--- src/logic/ps2RegPkg.sv ---
`default_nettype none

// Bus side register map of the PS/2 port
package ps2RegPkg;

	// Sticky flags, parity lowest
	typedef logic [2:0] ps2ErrFlags;

	// Bus data word and its byte write enables
	typedef logic [31:0] busWord;
	typedef logic [3:0] byteEnable;

	// Flag positions inside ps2ErrFlags
	localparam int errParityBit = 0;
	localparam int errFramingBit = 1;
	localparam int errOverrunBit = 2;

	// Control register layout
	// RX fill count
	localparam int ctrlRxLoadLsb = 0;
	// TX fill count
	localparam int ctrlTxLoadLsb = 8;
	// Error flags, three bits
	localparam int ctrlErrLsb = 16;
	// Interrupt enable
	localparam int ctrlIntEnBit = 31;

endpackage

`default_nettype wire

--- src/logic/ps2LinePkg.sv ---
`default_nettype none

// PS/2 line and frame level definitions
package ps2LinePkg;

	// One data byte carried by a frame
	typedef logic [7:0] ps2Byte;

	// Device to host frame
	// Start bit is consumed in idle
	typedef enum logic [1:0]
	{
		rxIdle,
		rxDataBits,
		rxParityBit,
		rxStopBit
	} rxState;

	// Host to device frame, request-to-send first
	typedef enum logic [2:0]
	{
		txIdle,
		txInhibit,
		txStartBit,
		txDataBits,
		txParityBit,
		txStopBit,
		txWaitAck,
		txWaitRelease
	} txState;

endpackage

`default_nettype wire
--- src/logic/ps2Port.sv ---
`timescale 1ns/1ns
`default_nettype none

module ps2Port
	import ps2LinePkg::*, ps2RegPkg::*;
#(
	parameter int fifoAddrBits = 5,
	parameter int filterLength = 4,
	parameter int inhibitCycles = 2500
)(
	input logic clk,
	input logic rst,
	input busWord din,
	input byteEnable we,
	input logic en,
	input logic sel,
	input logic ps2Clk,
	input logic ps2Dat,
	output ps2Byte datRegOut,
	output busWord ctrlRegOut,
	output logic interrupt,
	output logic ps2ClkLow,
	output logic ps2DatLow
);

	logic clkLevel;
	logic datLevel;
	logic fallStrobe;
	ps2Byte rxByte;
	logic rxStrobe;
	logic parityStrobe;
	logic framingStrobe;
	ps2Byte txHead;
	logic txBusy;
	logic txEmpty;
	logic rxFull;
	logic [fifoAddrBits:0] rxCount;
	logic [fifoAddrBits:0] txCount;
	logic dataWrite;
	logic dataRead;
	logic sendStrobe;
	logic sendPrev;
	logic intEn;
	ps2ErrFlags errFlags;

	////////////////////////////////////////
	// Bus decode
	////////////////////////////////////////

	// Data register, sel low
	assign dataWrite = en && we[0] && !sel;
	assign dataRead = en && (we == '0) && !sel;

	always_ff @(posedge clk)
	begin
		if (rst)
			intEn <= 1'b1;
		else if (en && sel && we[3])
			intEn <= din[ctrlIntEnBit];
	end

	// Sticky flags, a new event beats a clear
	always_ff @(posedge clk)
	begin
		if (rst)
			errFlags <= '0;
		else
		begin
			if (en && sel && we[2])
				errFlags <= errFlags & ~din[ctrlErrLsb +: 3];
			if (parityStrobe)
				errFlags[errParityBit] <= 1'b1;
			if (framingStrobe)
				errFlags[errFramingBit] <= 1'b1;
			// Byte dropped by a full RX FIFO
			if (rxStrobe && rxFull)
				errFlags[errOverrunBit] <= 1'b1;
		end
	end

	// Back to back sends blocked until txBusy rises
	always_ff @(posedge clk)
	begin
		if (rst)
			sendPrev <= 1'b0;
		else
			sendPrev <= sendStrobe;
	end
	assign sendStrobe = !txEmpty && !txBusy && !sendPrev;

	assign interrupt = (intEn && rxStrobe) || rxFull;

	// Control word, unused bits zero
	always_comb
	begin
		ctrlRegOut = '0;
		ctrlRegOut[ctrlRxLoadLsb +: fifoAddrBits + 1] = rxCount;
		ctrlRegOut[ctrlTxLoadLsb +: fifoAddrBits + 1] = txCount;
		ctrlRegOut[ctrlErrLsb +: 3] = errFlags;
		ctrlRegOut[ctrlIntEnBit] = intEn;
	end

	////////////////////////////////////////
	// Stages
	////////////////////////////////////////

	ps2LineFilter #(.filterLength(filterLength)) u_filter (
		.clk(clk), .rst(rst), .ps2Clk(ps2Clk), .ps2Dat(ps2Dat),
		.clkLevel(clkLevel), .datLevel(datLevel), .fallStrobe(fallStrobe)
	);

	ps2FrameReceiver u_receiver (
		.clk(clk), .rst(rst), .fallStrobe(fallStrobe), .datLevel(datLevel),
		.txBusy(txBusy), .rxByte(rxByte), .rxStrobe(rxStrobe),
		.parityStrobe(parityStrobe), .framingStrobe(framingStrobe)
	);

	ps2FrameTransmitter #(.inhibitCycles(inhibitCycles)) u_transmitter (
		.clk(clk), .rst(rst), .sendStrobe(sendStrobe), .txByte(txHead),
		.fallStrobe(fallStrobe), .clkLevel(clkLevel), .datLevel(datLevel),
		.ps2ClkLow(ps2ClkLow), .ps2DatLow(ps2DatLow), .txBusy(txBusy)
	);

	// Device to host bytes, read through the data register
	ps2Fifo #(.fifoAddrBits(fifoAddrBits)) rxFifo (
		.clk(clk), .rst(rst), .din(rxByte), .push(rxStrobe), .pop(dataRead),
		.dout(datRegOut), .count(rxCount), .full(rxFull), .empty()
	);

	// Host to device bytes, written through the data register
	ps2Fifo #(.fifoAddrBits(fifoAddrBits)) txFifo (
		.clk(clk), .rst(rst), .din(din[7:0]), .push(dataWrite), .pop(sendStrobe),
		.dout(txHead), .count(txCount), .full(), .empty(txEmpty)
	);

endmodule

`default_nettype wire

--- src/logic/ps2Fifo.sv ---
`timescale 1ns/1ns
`default_nettype none

module ps2Fifo
	import ps2LinePkg::*;
#(
	parameter int fifoAddrBits = 5
)(
	input logic clk,
	input logic rst,
	input ps2Byte din,
	input logic push,
	input logic pop,
	output ps2Byte dout,
	output logic [fifoAddrBits:0] count,
	output logic full,
	output logic empty
);

	localparam int depth = 2 ** fifoAddrBits;

	ps2Byte mem [depth];
	logic [fifoAddrBits-1:0] wrPtr;
	logic [fifoAddrBits-1:0] rdPtr;
	logic doPush;
	logic doPop;

	// Overflow and underflow requests are dropped
	assign doPush = push && !full;
	assign doPop = pop && !empty;

	always_ff @(posedge clk)
	begin
		if (rst)
		begin
			wrPtr <= '0;
			rdPtr <= '0;
			count <= '0;
		end
		else
		begin
			if (doPush)
				wrPtr <= wrPtr + 1'b1;
			if (doPop)
				rdPtr <= rdPtr + 1'b1;
			// Simultaneous push and pop keeps the count
			if (doPush && !doPop)
				count <= count + 1'b1;
			else if (doPop && !doPush)
				count <= count - 1'b1;
		end
	end

	// Storage
	always_ff @(posedge clk)
	begin
		if (doPush)
			mem[wrPtr] <= din;
	end

	// Head is visible one cycle after push or pop
	assign dout = mem[rdPtr];
	assign full = (count == (fifoAddrBits + 1)'(depth));
	assign empty = (count == '0);

	assert property (@(posedge clk) disable iff (rst)
		count <= (fifoAddrBits + 1)'(depth))
	else $error("FIFO count above depth");

endmodule

`default_nettype wire

--- src/logic/ps2FrameTransmitter.sv ---
`timescale 1ns/1ns
`default_nettype none

module ps2FrameTransmitter
	import ps2LinePkg::*;
#(
	parameter int inhibitCycles = 2500
)(
	input logic clk,
	input logic rst,
	input logic sendStrobe,
	input ps2Byte txByte,
	input logic fallStrobe,
	input logic clkLevel,
	input logic datLevel,
	output logic ps2ClkLow,
	output logic ps2DatLow,
	output logic txBusy
);

	localparam int cntW = $clog2(inhibitCycles + 1);

	txState state;
	logic [cntW-1:0] holdCnt;
	logic [2:0] bitCnt;
	ps2Byte shiftReg;
	logic parityBit;

	////////////////////////////////////////
	// Host to device FSM
	////////////////////////////////////////

	always_ff @(posedge clk)
	begin
		if (rst)
		begin
			state <= txIdle;
			holdCnt <= '0;
			bitCnt <= '0;
		end
		else
		begin
			case (state)
				txIdle:
				begin
					if (sendStrobe)
					begin
						state <= txInhibit;
						holdCnt <= '0;
					end
				end
				// Clock held low to claim the bus
				txInhibit:
				begin
					holdCnt <= holdCnt + 1'b1;
					if (holdCnt == cntW'(inhibitCycles - 1))
						state <= txStartBit;
				end
				// Data low, clock released; device starts clocking
				txStartBit:
				begin
					if (fallStrobe)
					begin
						state <= txDataBits;
						bitCnt <= '0;
					end
				end
				txDataBits:
				begin
					if (fallStrobe)
					begin
						bitCnt <= bitCnt + 1'b1;
						if (bitCnt == 3'd7)
							state <= txParityBit;
					end
				end
				txParityBit:
					if (fallStrobe)
						state <= txStopBit;
				// Stop bit is the released line
				txStopBit:
					if (fallStrobe)
						state <= txWaitAck;
				// Device pulls data low to acknowledge
				txWaitAck:
					if (!datLevel)
						state <= txWaitRelease;
				// Both lines back high ends the transfer
				txWaitRelease:
					if (clkLevel && datLevel)
						state <= txIdle;
				default:
					state <= txIdle;
			endcase
		end
	end

	// Latch byte and odd parity, shift on each presented data bit
	always_ff @(posedge clk)
	begin
		if (state == txIdle && sendStrobe)
		begin
			shiftReg <= txByte;
			parityBit <= ~^txByte;
		end
		else if (state == txDataBits && fallStrobe)
			shiftReg <= {1'b0, shiftReg[7:1]};
	end

	// Open drain style pull-low drives
	assign ps2ClkLow = (state == txInhibit);
	assign ps2DatLow = (state == txStartBit) ||
		(state == txDataBits && !shiftReg[0]) ||
		(state == txParityBit && !parityBit);
	assign txBusy = (state != txIdle);

	// Request-to-send hold lasts exactly inhibitCycles
	assert property (@(posedge clk) disable iff (rst)
		$fell(ps2ClkLow) |->
			$past(ps2ClkLow, inhibitCycles) && !$past(ps2ClkLow, inhibitCycles + 1))
	else $error("ps2ClkLow hold differs from inhibitCycles");

endmodule

`default_nettype wire

--- src/logic/ps2FrameReceiver.sv ---
`timescale 1ns/1ns
`default_nettype none

module ps2FrameReceiver
	import ps2LinePkg::*;
(
	input logic clk,
	input logic rst,
	input logic fallStrobe,
	input logic datLevel,
	input logic txBusy,
	output ps2Byte rxByte,
	output logic rxStrobe,
	output logic parityStrobe,
	output logic framingStrobe
);

	rxState state;
	logic [2:0] bitCnt;
	ps2Byte shiftReg;
	logic parityBit;

	////////////////////////////////////////
	// Frame FSM
	////////////////////////////////////////

	always_ff @(posedge clk)
	begin
		if (rst)
		begin
			state <= rxIdle;
			bitCnt <= '0;
			rxStrobe <= 1'b0;
			parityStrobe <= 1'b0;
			framingStrobe <= 1'b0;
		end
		else
		begin
			// Strobes last one cycle
			rxStrobe <= 1'b0;
			parityStrobe <= 1'b0;
			framingStrobe <= 1'b0;
			// Host owns the lines while sending
			if (txBusy)
				state <= rxIdle;
			else if (fallStrobe)
			begin
				case (state)
					rxIdle:
					begin
						// Start bit must be zero, else a glitch
						if (!datLevel)
						begin
							state <= rxDataBits;
							bitCnt <= '0;
						end
					end
					rxDataBits:
					begin
						bitCnt <= bitCnt + 1'b1;
						if (bitCnt == 3'd7)
							state <= rxParityBit;
					end
					rxParityBit:
						state <= rxStopBit;
					rxStopBit:
					begin
						state <= rxIdle;
						// Framing error wins over parity
						if (!datLevel)
							framingStrobe <= 1'b1;
						else if (!(^{shiftReg, parityBit}))
							parityStrobe <= 1'b1;
						else
							rxStrobe <= 1'b1;
					end
					default:
						state <= rxIdle;
				endcase
			end
		end
	end

	// Payload, LSB arrives first
	always_ff @(posedge clk)
	begin
		if (fallStrobe && !txBusy)
		begin
			if (state == rxDataBits)
				shiftReg <= {datLevel, shiftReg[7:1]};
			if (state == rxParityBit)
				parityBit <= datLevel;
		end
	end

	// Held stable until the next frame starts shifting
	assign rxByte = shiftReg;

	// A byte is either delivered or flagged, never both
	assert property (@(posedge clk) disable iff (rst)
		rxStrobe |-> !(parityStrobe || framingStrobe))
	else $error("rxStrobe together with an error strobe");

endmodule

`default_nettype wire

--- src/logic/ps2LineFilter.sv ---
`timescale 1ns/1ns
`default_nettype none

module ps2LineFilter #(
	parameter int filterLength = 4
)(
	input logic clk,
	input logic rst,
	input logic ps2Clk,
	input logic ps2Dat,
	output logic clkLevel,
	output logic datLevel,
	output logic fallStrobe
);

	localparam int cntW = $clog2(filterLength + 1);

	// Index 0 is the clock line, index 1 the data line
	logic [1:0] syncA;
	logic [1:0] syncB;
	logic [1:0] level;
	logic [cntW-1:0] cnt [2];
	logic clkPrev;

	// Two flop synchronizers, idle high
	always_ff @(posedge clk)
	begin
		if (rst)
		begin
			syncA <= 2'b11;
			syncB <= 2'b11;
		end
		else
		begin
			syncA <= {ps2Dat, ps2Clk};
			syncB <= syncA;
		end
	end

	// Accept a new level after filterLength equal samples
	always_ff @(posedge clk)
	begin
		if (rst)
		begin
			level <= 2'b11;
			cnt[0] <= '0;
			cnt[1] <= '0;
		end
		else
		begin
			for (int i = 0; i < 2; i++)
			begin
				if (syncB[i] == level[i])
					cnt[i] <= '0;
				else if (cnt[i] == cntW'(filterLength - 1))
				begin
					level[i] <= syncB[i];
					cnt[i] <= '0;
				end
				else
					cnt[i] <= cnt[i] + 1'b1;
			end
		end
	end

	// Previous accepted clock level for edge detect
	always_ff @(posedge clk)
	begin
		if (rst)
			clkPrev <= 1'b1;
		else
			clkPrev <= level[0];
	end

	assign clkLevel = level[0];
	assign datLevel = level[1];
	// High for one cycle per accepted falling clock edge
	assign fallStrobe = clkPrev & ~level[0];

endmodule

`default_nettype wire

--- config.mk ---
export PLATFORM = sky130hd
export DESIGN_NAME = ps2Port
export DESIGN_NICKNAME = d
export VERILOG_FILES = /design/src/logic/ps2RegPkg.sv /design/src/logic/ps2LinePkg.sv /design/src/logic/ps2Port.sv /design/src/logic/ps2Fifo.sv /design/src/logic/ps2FrameTransmitter.sv /design/src/logic/ps2FrameReceiver.sv /design/src/logic/ps2LineFilter.sv
export SDC_FILE = /design/constraint.sdc
export NUM_CORES = 1
export LEC_CHECK = 0
export BUFFER_PORTS_ARGS = -buffer_cell sky130_fd_sc_hd__clkbuf_2
export CORE_ASPECT_RATIO = 1.1
export CORE_MARGIN = 2
export CORE_UTILIZATION = 56
export CTS_CLUSTER_SIZE = 12
export DETAILED_ROUTE_END_ITERATION = 6
export GPL_TIMING_DRIVEN = 0
export PLACE_DENSITY = 0.82
export SETUP_SLACK_MARGIN = 0.1
export SYNTH_ARGS = -nofsm -noshare
export SYNTH_HDL_FRONTEND = slang
export SYNTH_SLANG_ARGS = --single-unit
--- constraint.sdc ---
create_clock -name clk -period 3.2 [get_ports clk]
set_input_delay 0.32 -clock clk [delete_from_list [all_inputs] [get_ports clk]]
set_output_delay 0.32 -clock clk [all_outputs]
set_load 0.02 [all_outputs]
# Yosys cells after proc, flatten, opt, wreduce, memory -nomap -nowiden
# Memories as Yosys holds them, arrays and structs flattened. A register that Yosys moved wholly into a read port is not among the register bits.
# Cells that the tools add are included.
# op_classes
n_addsub	13
n_mul	0
n_div	0
n_lt_le_gt_ge	0
n_eq_ne	30
shift	0
muxes	71
bitwise	16
n_reduce_logical	70
# ops
cell	count
two-way mux 3 bit	19
two-way mux 1 bit	34
logical AND 1 bit	25
two-way mux 6 bit	4
case mux 12 bit (2 select lines)	1
case mux 3 bit (8 select lines)	1
adder 5 x 1 -> 5 bit, second input constant	4
two-way mux 5 bit	4
equality test 3 bit, second input constant	6
nonzero test 2 bit	9
two-way mux 8 bit	2
zero test 1 bit	13
adder 12 x 1 -> 12 bit, second input constant	1
adder 3 x 1 -> 3 bit, second input constant	4
adder 6 x 1 -> 6 bit, second input constant	2
equality test 12 bit, second input constant	1
equality test 3 x 2 -> 1 bit, second input constant	4
equality test 6 bit, second input constant	2
zero test 6 bit	2
two-way mux 12 bit	1
!= test 2 bit, second input constant	6
case mux 3 bit (2 select lines)	2
subtractor 6 x 1 -> 6 bit, second input constant	2
!= test 2 x 1 -> 1 bit, second input constant	5
25 further kinds	46
# word_totals
register_bits	88
latch_bits	0
ramBits	518
romBits	0
in_bits	42
memories	3
# memory_table
memory	depth	width	rd	rd_ports_with_merged_regs	wr	line_no	source
rxFifo.mem	32	8	1	1	1	ps2Fifo.sv:22	ps2Byte mem [depth];
txFifo.mem	32	8	1	1	1	ps2Fifo.sv:22	
u_filter.cnt	2	3	2	0	2	ps2LineFilter.sv:22	logic [cntW-1:0] cnt [2];

# Depth between registers and ports, before layout
# depth
ltp_word	8
ltp_mapped	16

# Cells and area by module
# Synthesis repeated with hierarchy kept, for this count alone.
# hier_totals
hier_cells	1562
hier_area_um2	25308.0
# modules_own_cells
module	instances	cells_per_inst	area_each_um2	seq_area_each_um2
ps2Fifo	2	626	11083.1	8107.8
ps2FrameTransmitter	1	167	1463.9	630.6
ps2FrameReceiver	1	62	783.3	430.4
ps2LineFilter	1	39	535.5	320.3
ps2Port	1	42	359.1	100.1

# Least setup slack after synthesis
# No wires, ideal clock.
# synth_timing
path_type	register to register
startpoint	reg txFifo.count[1]
endpoint	reg txFifo.count[5]
setup_ns	0.128
arrival_ns	3.356
setup_slack_ns	-0.284
path_stages_with_launch	16
n_path_buf	2
cell_sequence	dfxtp_1 -> or4_1 -> nor2_1 -> a211o_1 -> buf_2 -> buf_1 -> ha_1 -> inv_1 -> ha_1 -> a21oi_1 -> a21boi_0 -> o21a_1 -> or3_1 -> a21oi_1 -> xnor2_1 -> nor2_1
# synth_via
elab_chain_cells	8
word_cells_on_any_way	17
# synth_rtl
item	line_no	source
start: declaration	ps2Fifo.sv:15	output logic [fifoAddrBits:0] count,
start signal: assignment	ps2Fifo.sv:48	count <= count + 1'b1;
start signal: assignment	ps2Fifo.sv:50	count <= count - 1'b1;
branches (longest 8 deep; another with subtractor 6 x 1 -> 6 bit)	n/a	
# Several ways; the timed one is not identified. The select of a mux whose other input is x is not followed.
# A chain may end at the register's enable or synchronous reset.

==> run metrics <==
synth unique cells=56; Leakage=9.07 nW; Slew Limit Fails=0; P&R area growth vs syn=13.1%; Yosys top cell area share=65.1%; Synth warnings=0; io pins=85; count of final hold-check violations=0; Hold Path Origin=we[3]; Finish-stage setup viols=0; CTS tree=built; Endpoint, Worst Hold=intEn; CP max FO=10; commonest non-fill, non-tap cells in the layout=edfxtp_1 (536), nor2_1 (142), mux4_2 (133); port bufs=48; DR WL/cell=25.1 µm; Peak VDD IR=0.000551 V; CTS Buf Count=59; Net Sw Power=4.62 mW; startpoint types=flop; synthesized instance count=1403; Overflow after GRT=0; Worst Hold Path Cells=4; Slowest Stage Delay on Critical Path=0.55 ns; kind of critical path=reg2out; status=finished, final reports clean; via count=13300; Fmax=316 MHz; Pwr Density=660 mW/mm²; routability-driven placement congestion ratio=0.960; Starting Density=56.9%; clk root buf=clkbuf_16; Final period util=98.9%; CP Cell Sequence=buf_12 -> buf_12 -> mux4_2 -> mux4_2 -> mux2_2 -> clkbuf_2; Clock transition at path regs=0.06 ns; Setup TNS Final=0 ns; DRC=0; Final Util=64.4%; CP required=2.88 ns; Logic pwr share=16.3%; Clock Power Share=34.9%; Max Root-Sink Buffers=3; number of global-route vias before repair=13500; Vias/cell=6.13; final clock skew=0.0250 ns; commonest non-fill, non-tap cell in the layout=edfxtp_1; final WL=54300 µm; Yosys top cell by area=edfxtp_1; fill count=2854; Initial DRT Pass Iterations=7; overall power=18.5 mW; synthesized area per cell=17.6 µm²; share of cells above drive strength 1=23.1%; Reg2Reg Setup Slack=0.11 ns; area of the multi-input gates=0.00665 mm²; initial DRC count=1350; RSZ-0062 raised after global routing=true; Worst setup EP type=primary output; ANT cells=0; slowest CP cell=mux4_2; Layout Cells excl Fill=2162; WP data arrival=2.85 ns; Cell Int Power=13.8 mW; H-tree levels=2; ys async rst share=0%; global-route wire length before repair=81400 µm; sequential power share=48.8%; Nets=1624; Placed Cells incl. Taps=2045; antenna-violating nets left=0; # rows=80; Final Worst Setup Slack=0.0337 ns; Switching Share=25.0%; synth top area cells=edfxtp_1 (65%), mux4_2 (12%), dfxtp_1 (6.5%); Primary FF master, synth=edfxtp_1; All-Layer GR Usage=24.0%; EDFF count, synth=536; initial antenna violation count=0; Final Critical Period=3.17 ns; Die X=204 µm; maxcap violations=0; r2r endpoint=txFifo.count[5]; pre-CTS WS=-0.226 ns; largest net degree at the start of global routing=35; register area share after synthesis=71.6%; synthesis-stage register bit count=616; Worst Hold Class=in2reg; die area=0.0459 mm²; hpwl dp=33300 µm; synthesized cell area=0.0247 mm²; Rel. slew slack=14.5%; Seq. cell area=0.0177 mm²; Reg2Reg Depth=15; CTS sink cnt=616; Die H=224 µm; Core ar.=0.0434 mm²; Worst-Margin Slew=1.28 ns; worst r2r src=txFifo.count[1]; worst-skew pair later-pin latency=0.62 ns
## power by group through the flow
stage,Combinational [mW],Sequential [mW],Clock (mW)
floorplan,1.99,9.15,0
global placement,2.67,9.14,0
detailed placement,2.76,9.15,0
CTS,2.90,9.00,6.50
global route,3.21,9.02,6.79
finish,3.00,9.01,6.45
## timing repair
item,CTS,global route
pin swaps,1,6
buffers inserted,6,4
resized for setup,57,39
endpoints found under the setup margin,268,32
hold buffers,7,0
endpoints found under the hold margin,7,0
cloned,0,0
## cells in the mapped netlist, drive strengths merged (11+ instances only)
cell type and count:
nand2 64, mux2i 11, inv 33, or2 11, ha 34, edfxtp 536, mux4 140, nand3 21
mux2 16, a22oi 17, nor2 145, clkbuf 32, xnor2 27, o21ai 20, dfxtp 80, xor2 20
buf 49, a21oi 48
## final cells by class
| class | count | share of cell area [%] |
|---|---|---|
| plain buffers | 78 | 2.11 |
| repair buffers | 65 | 1.49 |
| multi-input cells | 693 | 23.8 |
| flip-flops and latches | 616 | 63.3 |
| inverters | 33 | 0.461 |
| clock inverters | 6 | 0.358 |
| well taps | 574 | 2.57 |
| clock buffers | 97 | 5.90 |
## worst max path at each step
stage,from,slack [ns],endpoint
after floorplan,u_transmitter.state[1],0.14,txFifo.count[5]
after global routing,txFifo.count[1],-0.02,txFifo.count[5]
after global placement,txFifo.count[1],-0.21,txFifo.count[5]
after CTS,flop,0.02,datRegOut[5]
final,flop,0.03,datRegOut[4]
after detailed placement,txFifo.count[1],-0.23,txFifo.count[5]
## sequential cells by signal (all words and copies together) (netlist names), 3 cells and up, named ones only
signal                  cells
rxFifo.mem                256
u_transmitter.shiftReg      8
rxFifo.wrPtr                5
rxFifo.count                6
rxFifo.rdPtr                5
txFifo.rdPtr                5
u_receiver.rxByte           8
u_filter.cnt                6
u_transmitter.holdCnt      12
errFlags                    3
txFifo.count                6
u_transmitter.state         3
txFifo.mem                256
u_transmitter.bitCnt        3
txFifo.wrPtr                5
u_receiver.bitCnt           3
## layer usage
| layer | vias to the layer above | global-route usage, % | wire, µm |
|---|---|---|---|
| li1 | 5703 | - | - |
| met1 | 6723 | 29.7 | 19700 |
| met2 | 683 | 42.0 | 28400 |
| met3 | 153 | 4.77 | 4090 |
| met4 | 0 | 9.12 | 2090 |
| met5 | - | 0 | 0 |
## worst max-delay path, delay by kind of cell, from the launching register on
| family | cells | cell delay, ns |
|---|---|---|
| DFF | 1 | 0.36 |
| buffers and inverters | 3 | 0.48 |
| muxes | 3 | 1.38 |
## cells by family after synthesis
group | Yosys count | share of synthesized area [%]
buffers and inverters | 114 | 2.35
and+or+nand+nor | 301 | 5.44
other | 2 | 0.0304
DFF | 616 | 71.6
AOI/OAI and AO/OA | 120 | 3.04
adders and majority gates | 36 | 1.88
muxes | 167 | 14.0
xor gates and xnor gates | 47 | 1.66
## metrics by stage
stage,instance area [µm²],hold WS (ns)
finish,28000,0.0764
global route,28000,0.0754
CTS,27800,0.0458
detailed placement,25800,0.405
global placement,25800,0.401
floorplan,24800,0.389
Power figures use the tool's default switching activity.
